<file path="src/design/frame_pkg.sv">
package frame_pkg;

  ////////////////////////////////////////////////////////////
  // raster and pixel widths
  ////////////////////////////////////////////////////////////

  // horizontal raster count
  localparam int HCOUNT_W = 11;
  // vertical raster count
  localparam int VCOUNT_W = 10;

  // incoming pixel, red in the top byte, then green, then blue
  localparam int PIXEL_IN_W = 24;
  // stored pixel, one memory word
  localparam int PIXEL_BYTE_W = 8;

  ////////////////////////////////////////////////////////////
  // stored pixel, 3 red, 3 green, 2 blue
  ////////////////////////////////////////////////////////////

  // raw is the memory word
  // fields splits it into the three channels, msb first
  typedef union packed {
    logic [PIXEL_BYTE_W-1:0] raw;
    struct packed {
      logic [2:0] red;
      logic [2:0] green;
      logic [1:0] blue;
    } fields;
  } rgb332_u;

endpackage

</file>
<file path="src/design/uart_pkg.sv">
package uart_pkg;

  ////////////////////////////////////////////////////////////
  // serial frame
  ////////////////////////////////////////////////////////////

  // data bits per frame, sent lsb first
  localparam int UART_DATA_W = 8;
  // start bit, data bits, stop bit
  localparam int UART_FRAME_BITS = 10;

  ////////////////////////////////////////////////////////////
  // channel order of the sender
  ////////////////////////////////////////////////////////////

  // green goes out first, red last
  localparam logic [1:0] CH_GREEN = 2'd0;
  localparam logic [1:0] CH_BLUE  = 2'd1;
  localparam logic [1:0] CH_RED   = 2'd2;

endpackage

</file>
<file path="src/design/frame_ctrl.sv">
module frame_ctrl (
  input  logic clk,
  input  logic uart_reset,
  input  logic store,
  input  logic send,
  input  logic frame_start,
  input  logic frame_last,
  input  logic send_done,
  output logic capture_en,
  output logic send_en,
  output logic frame_ready,
  output logic sending
);

  // main controller, cut down to grab and send
  typedef enum logic [2:0] {
    ST_IDLE,
    ST_ARMED,
    ST_CAPTURE,
    ST_READY,
    ST_SEND
  } state_e;

  state_e state_q;

  always_ff @(posedge clk) begin
    if (uart_reset) begin
      state_q <= ST_IDLE;
    end else begin
      case (state_q)
        // nothing stored yet
        ST_IDLE: begin
          if (store) state_q <= ST_ARMED;
        end
        // wait for the window origin
        ST_ARMED: begin
          // one pixel window starts and ends in the same cycle
          if (frame_last) state_q <= ST_READY;
          else if (frame_start) state_q <= ST_CAPTURE;
        end
        // writing the window, requests dropped
        ST_CAPTURE: begin
          if (frame_last) state_q <= ST_READY;
        end
        // frame held, send it or grab a new one
        ST_READY: begin
          if (send) state_q <= ST_SEND;
          else if (store) state_q <= ST_ARMED;
        end
        // back to ready so the frame can go out again
        ST_SEND: begin
          if (send_done) state_q <= ST_READY;
        end
        default: state_q <= ST_IDLE;
      endcase
    end
  end

  // levels straight from the state
  assign capture_en  = (state_q == ST_ARMED) || (state_q == ST_CAPTURE);
  assign send_en     = (state_q == ST_SEND);
  // frame stays valid while it is being sent
  assign frame_ready = (state_q == ST_READY) || (state_q == ST_SEND);
  assign sending     = (state_q == ST_SEND);

endmodule

</file>
<file path="src/design/capture_window.sv">
module capture_window #(
  parameter int H_OFFSET = 2,
  parameter int V_OFFSET = 1,
  parameter int FRAME_WIDTH = 4,
  parameter int FRAME_HEIGHT = 3,
  localparam int ADDR_W = (FRAME_WIDTH * FRAME_HEIGHT > 1) ?
                          $clog2(FRAME_WIDTH * FRAME_HEIGHT) : 1
) (
  input  logic                            clk,
  input  logic                            uart_reset,
  input  logic                            capture_en,
  input  logic [frame_pkg::HCOUNT_W-1:0]  hcount,
  input  logic [frame_pkg::VCOUNT_W-1:0]  vcount,
  input  logic [frame_pkg::PIXEL_IN_W-1:0] pixel_in,
  output logic                            frame_start,
  output logic                            frame_last,
  output logic                            wr_en,
  output logic [ADDR_W-1:0]               wr_addr,
  output frame_pkg::rgb332_u              wr_data
);

  import frame_pkg::*;

  // window corners in raster count widths
  localparam logic [HCOUNT_W-1:0] H_FIRST = HCOUNT_W'(H_OFFSET);
  localparam logic [HCOUNT_W-1:0] H_LAST  = HCOUNT_W'(H_OFFSET + FRAME_WIDTH - 1);
  localparam logic [VCOUNT_W-1:0] V_FIRST = VCOUNT_W'(V_OFFSET);
  localparam logic [VCOUNT_W-1:0] V_LAST  = VCOUNT_W'(V_OFFSET + FRAME_HEIGHT - 1);

  logic              in_window;
  logic              at_origin;
  logic              at_last;
  // set from the origin until the last window pixel
  logic              active_q;
  logic [ADDR_W-1:0] addr_q;

  assign in_window = (hcount >= H_FIRST) && (hcount <= H_LAST) &&
                     (vcount >= V_FIRST) && (vcount <= V_LAST);
  assign at_origin = (hcount == H_FIRST) && (vcount == V_FIRST);
  assign at_last   = (hcount == H_LAST) && (vcount == V_LAST);

  // a capture never starts mid window
  assign frame_start = capture_en && at_origin && !active_q;
  assign wr_en       = capture_en && in_window && (active_q || at_origin);
  assign frame_last  = wr_en && at_last;

  // running address, restarts at the origin
  assign wr_addr = at_origin ? '0 : addr_q;

  always_ff @(posedge clk) begin
    if (uart_reset) begin
      active_q <= 1'b0;
      addr_q   <= '0;
    end else begin
      if (!capture_en || frame_last) active_q <= 1'b0;
      else if (frame_start) active_q <= 1'b1;
      if (wr_en) addr_q <= wr_addr + ADDR_W'(1);
    end
  end

  // keep the top bits of each channel
  always_comb begin
    wr_data.fields.red   = pixel_in[PIXEL_IN_W-1 -: 3];
    wr_data.fields.green = pixel_in[PIXEL_IN_W-1-PIXEL_BYTE_W -: 3];
    wr_data.fields.blue  = pixel_in[PIXEL_IN_W-1-2*PIXEL_BYTE_W -: 2];
  end

endmodule

</file>
<file path="src/design/frame_store.sv">
module frame_store #(
  parameter int FRAME_WIDTH = 4,
  parameter int FRAME_HEIGHT = 3,
  localparam int ADDR_W = (FRAME_WIDTH * FRAME_HEIGHT > 1) ?
                          $clog2(FRAME_WIDTH * FRAME_HEIGHT) : 1
) (
  input  logic               clk,
  input  logic               wr_en,
  input  logic [ADDR_W-1:0]  wr_addr,
  input  frame_pkg::rgb332_u wr_data,
  input  logic [ADDR_W-1:0]  rd_addr,
  output frame_pkg::rgb332_u rd_data
);

  import frame_pkg::*;

  // one word per window pixel
  localparam int DEPTH = FRAME_WIDTH * FRAME_HEIGHT;

  logic [PIXEL_BYTE_W-1:0] mem [DEPTH];

  // write port
  always_ff @(posedge clk) begin
    if (wr_en) mem[wr_addr] <= wr_data.raw;
  end

  // registered read, data one cycle after the address
  always_ff @(posedge clk) begin
    rd_data.raw <= mem[rd_addr];
  end

endmodule

</file>
<file path="src/design/frame_sender.sv">
module frame_sender #(
  parameter int FRAME_WIDTH = 4,
  parameter int FRAME_HEIGHT = 3,
  localparam int ADDR_W = (FRAME_WIDTH * FRAME_HEIGHT > 1) ?
                          $clog2(FRAME_WIDTH * FRAME_HEIGHT) : 1
) (
  input  logic                           clk,
  input  logic                           uart_reset,
  input  logic                           send_en,
  output logic [ADDR_W-1:0]              rd_addr,
  input  frame_pkg::rgb332_u             rd_data,
  input  logic                           tx_busy,
  output logic                           tx_start,
  output logic [uart_pkg::UART_DATA_W-1:0] tx_data,
  output logic                           send_done
);

  import uart_pkg::*;

  localparam logic [ADDR_W-1:0] LAST_PIX = ADDR_W'(FRAME_WIDTH * FRAME_HEIGHT - 1);

  // fetch, load, issue per byte, then drain the last one
  typedef enum logic [2:0] {
    PH_FETCH,
    PH_LOAD,
    PH_ISSUE,
    PH_DRAIN,
    PH_DONE
  } phase_e;

  phase_e      phase_q;
  logic [ADDR_W-1:0] pix_q;
  logic [1:0]  chan_q;

  assign rd_addr   = pix_q;
  assign tx_start  = (phase_q == PH_ISSUE) && !tx_busy;
  // last stop bit has ended
  assign send_done = (phase_q == PH_DRAIN) && !tx_busy;

  ////////////////////////////////////////////////////////////
  // pixel and channel sequencer
  ////////////////////////////////////////////////////////////

  always_ff @(posedge clk) begin
    if (uart_reset || !send_en) begin
      phase_q <= PH_FETCH;
      pix_q   <= '0;
      chan_q  <= CH_GREEN;
    end else begin
      case (phase_q)
        // read data lands at this edge
        PH_FETCH: phase_q <= PH_LOAD;
        PH_LOAD:  phase_q <= PH_ISSUE;
        // hold until the serializer is free
        PH_ISSUE: begin
          if (!tx_busy) begin
            case (chan_q)
              CH_GREEN: chan_q <= CH_BLUE;
              CH_BLUE:  chan_q <= CH_RED;
              default:  chan_q <= CH_GREEN;
            endcase
            if (chan_q == CH_RED && pix_q == LAST_PIX) begin
              phase_q <= PH_DRAIN;
            end else begin
              phase_q <= PH_FETCH;
              if (chan_q == CH_RED) pix_q <= pix_q + ADDR_W'(1);
            end
          end
        end
        PH_DRAIN: begin
          if (!tx_busy) phase_q <= PH_DONE;
        end
        // wait here until the controller drops send_en
        default: phase_q <= PH_DONE;
      endcase
    end
  end

  ////////////////////////////////////////////////////////////
  // byte build, channel bits at the top
  ////////////////////////////////////////////////////////////

  always_ff @(posedge clk) begin
    if (phase_q == PH_LOAD) begin
      case (chan_q)
        CH_GREEN: tx_data <= {rd_data.fields.green, {(UART_DATA_W-3){1'b0}}};
        CH_BLUE:  tx_data <= {rd_data.fields.blue, {(UART_DATA_W-2){1'b0}}};
        default:  tx_data <= {rd_data.fields.red, {(UART_DATA_W-3){1'b0}}};
      endcase
    end
  end

endmodule

</file>
<file path="src/design/uart_tx.sv">
module uart_tx #(
  parameter int BAUD_DIV = 8
) (
  input  logic                             clk,
  input  logic                             uart_reset,
  input  logic                             tx_start,
  input  logic [uart_pkg::UART_DATA_W-1:0] tx_data,
  output logic                             txd,
  output logic                             tx_busy
);

  import uart_pkg::*;

  localparam int DIV_W = (BAUD_DIV > 1) ? $clog2(BAUD_DIV) : 1;
  localparam int BIT_W = $clog2(UART_FRAME_BITS);

  localparam logic [DIV_W-1:0] DIV_LAST = DIV_W'(BAUD_DIV - 1);
  localparam logic [BIT_W-1:0] BIT_LAST = BIT_W'(UART_FRAME_BITS - 1);

  // cycles within the current bit
  logic [DIV_W-1:0] div_q;
  // bit index within the frame, 0 is the start bit
  logic [BIT_W-1:0] bit_q;
  // data bits still to go, then the stop bit
  logic [UART_FRAME_BITS-2:0] shift_q;

  ////////////////////////////////////////////////////////////
  // control and line
  ////////////////////////////////////////////////////////////

  always_ff @(posedge clk) begin
    if (uart_reset) begin
      tx_busy <= 1'b0;
      txd     <= 1'b1;
      div_q   <= '0;
      bit_q   <= '0;
    end else if (!tx_busy) begin
      if (tx_start) begin
        // start bit goes out next cycle
        tx_busy <= 1'b1;
        txd     <= 1'b0;
        div_q   <= '0;
        bit_q   <= '0;
      end
    end else if (div_q == DIV_LAST) begin
      div_q <= '0;
      if (bit_q == BIT_LAST) begin
        // stop bit done, line idles high
        tx_busy <= 1'b0;
        txd     <= 1'b1;
      end else begin
        bit_q <= bit_q + BIT_W'(1);
        txd   <= shift_q[0];
      end
    end else begin
      div_q <= div_q + DIV_W'(1);
    end
  end

  ////////////////////////////////////////////////////////////
  // data shifter
  ////////////////////////////////////////////////////////////

  // lsb first, stop bit rides in at the top
  always_ff @(posedge clk) begin
    if (!tx_busy && tx_start) begin
      shift_q <= {1'b1, tx_data};
    end else if (tx_busy && div_q == DIV_LAST) begin
      shift_q <= {1'b1, shift_q[UART_FRAME_BITS-2:1]};
    end
  end

endmodule

</file>
<file path="src/design/frame_uart_top.sv">
module frame_uart_top #(
  parameter int H_OFFSET = 2,
  parameter int V_OFFSET = 1,
  parameter int FRAME_WIDTH = 4,
  parameter int FRAME_HEIGHT = 3,
  parameter int BAUD_DIV = 8
) (
  input  logic                             clk,
  input  logic                             uart_reset,
  input  logic [frame_pkg::HCOUNT_W-1:0]   hcount,
  input  logic [frame_pkg::VCOUNT_W-1:0]   vcount,
  input  logic [frame_pkg::PIXEL_IN_W-1:0] pixel_in,
  input  logic                             store,
  input  logic                             send,
  output logic                             txd,
  output logic                             frame_ready,
  output logic                             sending
);

  import frame_pkg::*;
  import uart_pkg::*;

  localparam int ADDR_W = (FRAME_WIDTH * FRAME_HEIGHT > 1) ?
                          $clog2(FRAME_WIDTH * FRAME_HEIGHT) : 1;

  // controller to datapath
  logic              capture_en;
  logic              send_en;
  logic              frame_start;
  logic              frame_last;
  logic              send_done;
  // memory ports
  logic              wr_en;
  logic [ADDR_W-1:0] wr_addr;
  rgb332_u           wr_data;
  logic [ADDR_W-1:0] rd_addr;
  rgb332_u           rd_data;
  // serializer
  logic                   tx_start;
  logic [UART_DATA_W-1:0] tx_data;
  logic                   tx_busy;

  ////////////////////////////////////////////////////////////
  // control
  ////////////////////////////////////////////////////////////

  frame_ctrl u_ctrl (
    .clk         (clk),
    .uart_reset  (uart_reset),
    .store       (store),
    .send        (send),
    .frame_start (frame_start),
    .frame_last  (frame_last),
    .send_done   (send_done),
    .capture_en  (capture_en),
    .send_en     (send_en),
    .frame_ready (frame_ready),
    .sending     (sending)
  );

  ////////////////////////////////////////////////////////////
  // capture into the frame buffer
  ////////////////////////////////////////////////////////////

  capture_window #(
    .H_OFFSET     (H_OFFSET),
    .V_OFFSET     (V_OFFSET),
    .FRAME_WIDTH  (FRAME_WIDTH),
    .FRAME_HEIGHT (FRAME_HEIGHT)
  ) u_capture (
    .clk         (clk),
    .uart_reset  (uart_reset),
    .capture_en  (capture_en),
    .hcount      (hcount),
    .vcount      (vcount),
    .pixel_in    (pixel_in),
    .frame_start (frame_start),
    .frame_last  (frame_last),
    .wr_en       (wr_en),
    .wr_addr     (wr_addr),
    .wr_data     (wr_data)
  );

  frame_store #(
    .FRAME_WIDTH  (FRAME_WIDTH),
    .FRAME_HEIGHT (FRAME_HEIGHT)
  ) u_store (
    .clk     (clk),
    .wr_en   (wr_en),
    .wr_addr (wr_addr),
    .wr_data (wr_data),
    .rd_addr (rd_addr),
    .rd_data (rd_data)
  );

  ////////////////////////////////////////////////////////////
  // send over the uart
  ////////////////////////////////////////////////////////////

  frame_sender #(
    .FRAME_WIDTH  (FRAME_WIDTH),
    .FRAME_HEIGHT (FRAME_HEIGHT)
  ) u_sender (
    .clk        (clk),
    .uart_reset (uart_reset),
    .send_en    (send_en),
    .rd_addr    (rd_addr),
    .rd_data    (rd_data),
    .tx_busy    (tx_busy),
    .tx_start   (tx_start),
    .tx_data    (tx_data),
    .send_done  (send_done)
  );

  uart_tx #(
    .BAUD_DIV (BAUD_DIV)
  ) u_uart_tx (
    .clk        (clk),
    .uart_reset (uart_reset),
    .tx_start   (tx_start),
    .tx_data    (tx_data),
    .txd        (txd),
    .tx_busy    (tx_busy)
  );

endmodule

</file>
<file path="config.mk">
export PLATFORM = sky130hd
export DESIGN_NAME = frame_uart_top
export DESIGN_NICKNAME = d
export VERILOG_FILES = /design/src/design/frame_pkg.sv /design/src/design/uart_pkg.sv /design/src/design/frame_ctrl.sv /design/src/design/capture_window.sv /design/src/design/frame_store.sv /design/src/design/frame_sender.sv /design/src/design/uart_tx.sv /design/src/design/frame_uart_top.sv
export SDC_FILE = /design/constraint.sdc
export NUM_CORES = 1
export LEC_CHECK = 0
export ABC_AREA = 1
export BUFFER_PORTS_ARGS = -buffer_cell sky130_fd_sc_hd__buf_2
export CAP_MARGIN = 30
export CORE_AREA = 2 2 146 148
export CTS_BUF_LIST = sky130_fd_sc_hd__clkbuf_4
export DETAILED_ROUTE_END_ITERATION = 8
export DIE_AREA = 0 0 148 150
export SYNTH_ARGS = -nofsm -noshare
export SYNTH_HDL_FRONTEND = slang
export SYNTH_SLANG_ARGS = --single-unit
</file>
<file path="constraint.sdc">
create_clock -name clk -period 4.7 [get_ports clk]
set_clock_uncertainty 0.05 [all_clocks]
set_input_delay 0.94 -clock clk [delete_from_list [all_inputs] [get_ports clk]]
set_output_delay 0.94 -clock clk [all_outputs]
set_load 0.005 [all_outputs]
</file>
## After elaboration in Yosys (flattened, before gate mapping)

Memory sizes are Yosys's and may differ from the RTL's. A register that Yosys moved wholly into a read port is not among the register bits.
Index checks and enable logic that the tools add are counted.
W data, S select, Z words.

| storage, ports and cells | value |
|---|---|
| latch bits | 0 |
| bits of input ports | 49 |
| register bits | 42 |
| output and inout bits | 3 |
| RAM bits | 96 |
| memories kept | 1 |
| memory bits (read-only) | 0 |

Memories:

| name | depth | width | rd ports | clocked after memory_dff | wr ports | line | text |
|---|---|---|---|---|---|---|---|
| u_store.mem | 12 | 8 | 1 | 1 | 1 | frame_store.sv:20 | `logic [PIXEL_BYTE_W-1:0] mem [DEPTH];` |

| operators by class | value |
|---|---|
| multiplexer cells | 33 |
| divide/modulo/power cells | 0 |
| eq/ne operators | 23 |
| reduce and logical (&&, ||, !) cells | 36 |
| add/sub/neg operators | 4 |
| shift operators | 0 |
| multiply operators | 0 |
| bitwise operators | 2 |
| magnitude comparators | 4 |

Operators with widths:

| operator | count |
|---|---|
| $mux W3 | 11 |
| $mux W4 | 5 |
| $mux W8 | 2 |
| $pmux W8 S2 | 1 |
| $logic_and A1 B1 Y1 | 15 |
| $pmux W3 S5 | 1 |
| $add A4 B1 Y4 const B | 3 |
| $eq A3 B2 Y1 const B | 4 |
| $pmux W3 S4 | 1 |
| $eq A11 B2 Y1 const B | 1 |
| $eq A11 B3 Y1 const B | 1 |
| $ge A11 B2 Y1 const B | 1 |
| $le A11 B3 Y1 const B | 1 |
| $eq A10 B1 Y1 const B | 1 |
| $eq A10 B2 Y1 const B | 1 |
| $ge A10 B1 Y1 const B | 1 |
| $le A10 B2 Y1 const B | 1 |
| $mux W1 | 10 |
| $ne A2 B2 Y1 const B | 5 |
| $eq A4 B4 Y1 const B | 2 |
| $eq A3 B1 Y1 const B | 2 |
| $eq A3 B3 Y1 const B | 2 |
| $logic_not A3 Y1 | 2 |
| $reduce_and A2 Y1 | 3 |
| other kinds (15) | 25 |

## Depth between registers and ports, before layout

| depth | value |
|---|---|
| word-level depth | 9 |
| gate-level depth with buffers | 11 |
| depth with buffers taken out | 11 |

## Cells and area by module

From an unflattened synthesis, not the netlist that was laid out.

| unflattened totals | value |
|---|---|
| cells, all modules | 732 |
| area, all modules | 6695.2 um^2 |

Modules (own cells, without submodules):

| module | area an instance (um^2) | cells an instance | instances | sequential area each (um^2) |
|---|---|---|---|---|
| frame_store | 4297.9 | 389 | 1 | 3042.9 |
| uart_tx | 870.8 | 101 | 1 | 420.4 |
| frame_sender | 679.4 | 93 | 1 | 270.3 |
| capture_window | 604.3 | 106 | 1 | 100.1 |
| frame_ctrl | 242.7 | 43 | 1 | 60.1 |

## Worst setup path before layout

OpenSTA, ideal clock, no wires.

| timing path | value |
|---|---|
| kind | input port to flip-flop |
| start | input port vcount[6] (netlist bit) |
| end | memory u_store.mem[0][0] (enable) |
| slack | 2.077 ns |
| library setup time | 0.370 ns |
| cell stages on the path | 10 |
| data arrival time | 2.203 ns |
| required time | 4.280 ns |
| cell sequence | nor2_1 nand2_2 nor2_4 nand3_4 nand2_4 nand2_2 clkinv_2 buf_6 nand2_1 nor2_1 |

| on the way | value |
|---|---|
| word-level cells in the longest chain between the ends | 7 |
| elaborated cells on any way between the ends | 12 |
| those cells by class | 2 x order compare; 1 x eq/ne; 3 x mux; 6 x reduce/logical |

Ends and longest elaborated chain:

| element | line | text |
|---|---|---|
| start, declared | frame_uart_top.sv:11 | `input logic [frame_pkg::VCOUNT_W-1:0] vcount,` |
| $ge A10 B1 Y1 | capture_window.sv:38 | `(vcount >= V_FIRST) && (vcount <= V_LAST);` |
| $logic_and A1 B1 Y1 | capture_window.sv:37 | `assign in_window = (hcount >= H_FIRST) && (hcount <= H_LAST) &&` |
| $logic_and A1 B1 Y1 | capture_window.sv:38 |  |
| $logic_and A1 B1 Y1 (2 in series) | capture_window.sv:44 | `assign wr_en = capture_en && in_window && (active_q \|\| at_origin);` |
| $mux W1 | frame_store.sv:24 | `if (wr_en) mem[wr_addr] <= wr_data.raw;` |
| $mux W1 (not written as such) | frame_store.sv:24 |  |
| end, declared | frame_store.sv:20 |  |

Parallel ways exist; a longest one is shown, timed or not.

## Worst setup path in the final report

| timing path | value |
|---|---|
| start | input port vcount[6] (netlist bit) |
| end | memory u_store.mem[2][1] (enable) |

The elaborated chain is that of the path after synthesis.

==> results.cfg <==
[run_status]
run_status = finished clean

[drt]
postRouteAntennaNets = 0
drc = 0
num_vias = 4198
via_per_inst = 4.57
drt_pass1_iterations = 4
post_drt_wl_per_cell_um = 13.5
routed_wl_um = 12400
drtIter0Drc = 269

[sta]
maxSlewViolCount = 0
relSlewSlack = 0.378
fmax_mhz = 376
hold_viol = 0
period_share = 0.565
finalSetupViolations = 0
tightestPinTransition_ns = 0.930
rsz0062_at_grt = no
fin_tns_setup_ns = 0
min_period_ns = 2.66

[cells_and_area]
design_area_mm2 = 0.00683
areaGrowthSynthToFinish_pct = 12.0
layout_common_cells = nor2_1, edfxtp_1, nand2_1, o21ai_0, inv_1
layout_commonest_cell = nor2_1
layout.nets = 689
drive_gt1_frac = 0.151
fillers = 2127

[clock_tree]
cts_sinks = 141
cts_resized = 0
cts_setup_buffers = 0
cts_hold_buffers = 0
cts_buffer_depth = 2
htree_levels = 4
cts.clk_slew.worst_paths_ns = 0.12
clkLatencyLatePin_ns = 0.55
cts_root_buffer = clkbuf_4
numCtsBuffers = 17
cts_tree = done

[worst_setup_path]
rr_startpoint = u_ctrl.state_q[2]
end_kind = register
critPathArrivalTime_ns = 2.78
path_max_fanout = 11
r2r_end = u_store.mem[2][1]
crit_required_ns = 4.82
critical_path_class = input pin to register
reg2reg_depth = 9
startpoint_type = input pin
r2r_slack_ns = 2.31

[grt]
gr-usage-all-layers = 0.116
grt_max_degree = 52
grt_antenna_before_repair = 1
grt_overflow = 0
grt_pass1_wl_um = 20000
grt_pass1_vias = 4046

[pwr]
clkPwrFrac = 0.351
p_leak_nw = 2.44
intPower_w = 0.00174
finalPower_w = 0.00224
p_comb_frac = 0.047
seqPwrFrac = 0.602
power_density_mw_per_mm2 = 327
p_switching_w = 0.000492
p_sw_frac = 0.220
ir_drop_uv = 184

[synth]
ys_seq_elements = 141
syn-num-nets = 653
yosysUniqueCellTypes = 36
synth.area.top_cells = edfxtp_1, dfxtp_1, nor2_1
avgSynthCellArea_um2 = 10.2
synth_area_mm2 = 0.00610
synth_top_area_cell = edfxtp_1
synth_top_area_share = 0.527
yosys_warnings = 0
yosysSeqAreaShare = 0.638
netlist_instances = 595

[place]
dp_hpwl_um = 7950
portBuffers = 35
gp_congestion = 0.780
placed_area_mm2 = 0.00654

[floorplanning]
rows = 53
fp.dieW_um = 148
dieArea_mm2 = 0.0222
initial_utilization = 0.295
io_pins = 52
dieHeight_um = 150
core_area_mm2 = 0.0207

[min_path]
hold_path_class = register to register
min_from = u_uart_tx.div_q[0]
hold_end = u_uart_tx.div_q[0]
hold_path_depth = 1

[flow_run]
drv_cap = 0
layout make-up:
cell class	instances	area, um^2	area share
Sequential cell	141	3890	0.570
Multi-Input combinational cell	378	1900	0.279
Tap cell	275	344	0.0504
Inverter	56	211	0.0310
Timing Repair Buffer	37	190	0.0278
Clock inverter	13	149	0.0218
Clock buffer	18	135	0.0198
Antenna cell	1	2.50	0.000366
worst max path at each step:
stage / startpoint / endpoint / slack (ns)
2_1_floorplan: vcount[6] / u_store.mem[0][0] / 2.08
3_3_place_gp: vcount[6] / u_store.mem[5][3] / 1.50
3_5_place_dp: vcount[6] / u_store.mem[2][1] / 1.45
4_1_cts: vcount[6] / u_store.mem[2][1] / 2.05
5_1_grt: vcount[4] / u_store.mem[2][1] / 1.89
6_report: vcount[6] / u_store.mem[2][1] / 2.04
sequential cells by signal (all words and copies together) (netlist names), 2 cells and up:
register,cells
u_ctrl.state_q,3
u_sender.chan_q,2
u_uart_tx.shift_q,8
u_sender.tx_data,3
u_store.rd_data,8
u_uart_tx.div_q,3
u_store.mem,96
u_capture.addr_q,4
u_sender.phase_q,3
u_sender.rd_addr,4
u_uart_tx.bit_q,4
per-stage QoR:
stage | instances | hold slack [ns] | setup WS, ns | util
6_report | 919 | 0.426 | 2.04 | 0.330
5_1_grt | 919 | 0.439 | 1.89 | 0.330
4_1_cts | 918 | 0.424 | 2.05 | 0.330
3_5_place_dp | 887 | 0.409 | 1.45 | 0.316
3_3_place_gp | 887 | 0.403 | 1.50 | 0.316
2_1_floorplan | 595 | 0.383 | 2.08 | -
power by group through the flow:
stage               clock (W)  sequential, W  combinational (W)
floorplan                   0        0.00137          0.0000632
global placement            0        0.00137           0.000104
detailed placement          0        0.00137           0.000105
CTS                  0.000809        0.00135           0.000106
global route         0.000859        0.00135           0.000119
finish               0.000785        0.00135           0.000105
critical path: stages:
cell and delay (ns):
buf_2 0.09, nor2_1 0.16, nand2_2 0.09, nor2_4 0.18, nand3_4 0.15, nand2_4 0.11
nand2_2 0.06, clkinv_2 0.15, nand2_1 0.12, nor2_1 0.72
logic make-up after synthesis:
| group | count (synthesis) | share of synthesized area |
|---|---|---|
| adders and majority gates | 9 | 0.0185 |
| and+or+nand+nor | 248 | 0.182 |
| DFF | 141 | 0.638 |
| AOI/OAI and AO/OA | 121 | 0.112 |
| buffers and inverters | 76 | 0.0494 |
layer usage:
metal  global-route usage  vias up  wire, um
li1                     -     2128         -
met1                0.144     2007      5690
met2                0.194       55      6130
met3               0.0317        8       464
met4               0.0419        0       109
met5                    0        -         0
Yosys cell counts (all sizes together):
cell type,instances
o21a,1
and2,1
o21ai,69
nand4,7
o22ai,16
nand3,20
o211a,1
dfxtp,34
nor2,124
nor4,1
o221ai,3
inv,55
nor3b,1
nor3,11
nand2,82
a31oi,7
o31ai,2
a22o,1
clkinv,1
buf,7
a21oi,17
ha,9
a211oi,4
clkbuf,13
edfxtp,107
or2,1
Power figures use the tool's default switching activity.
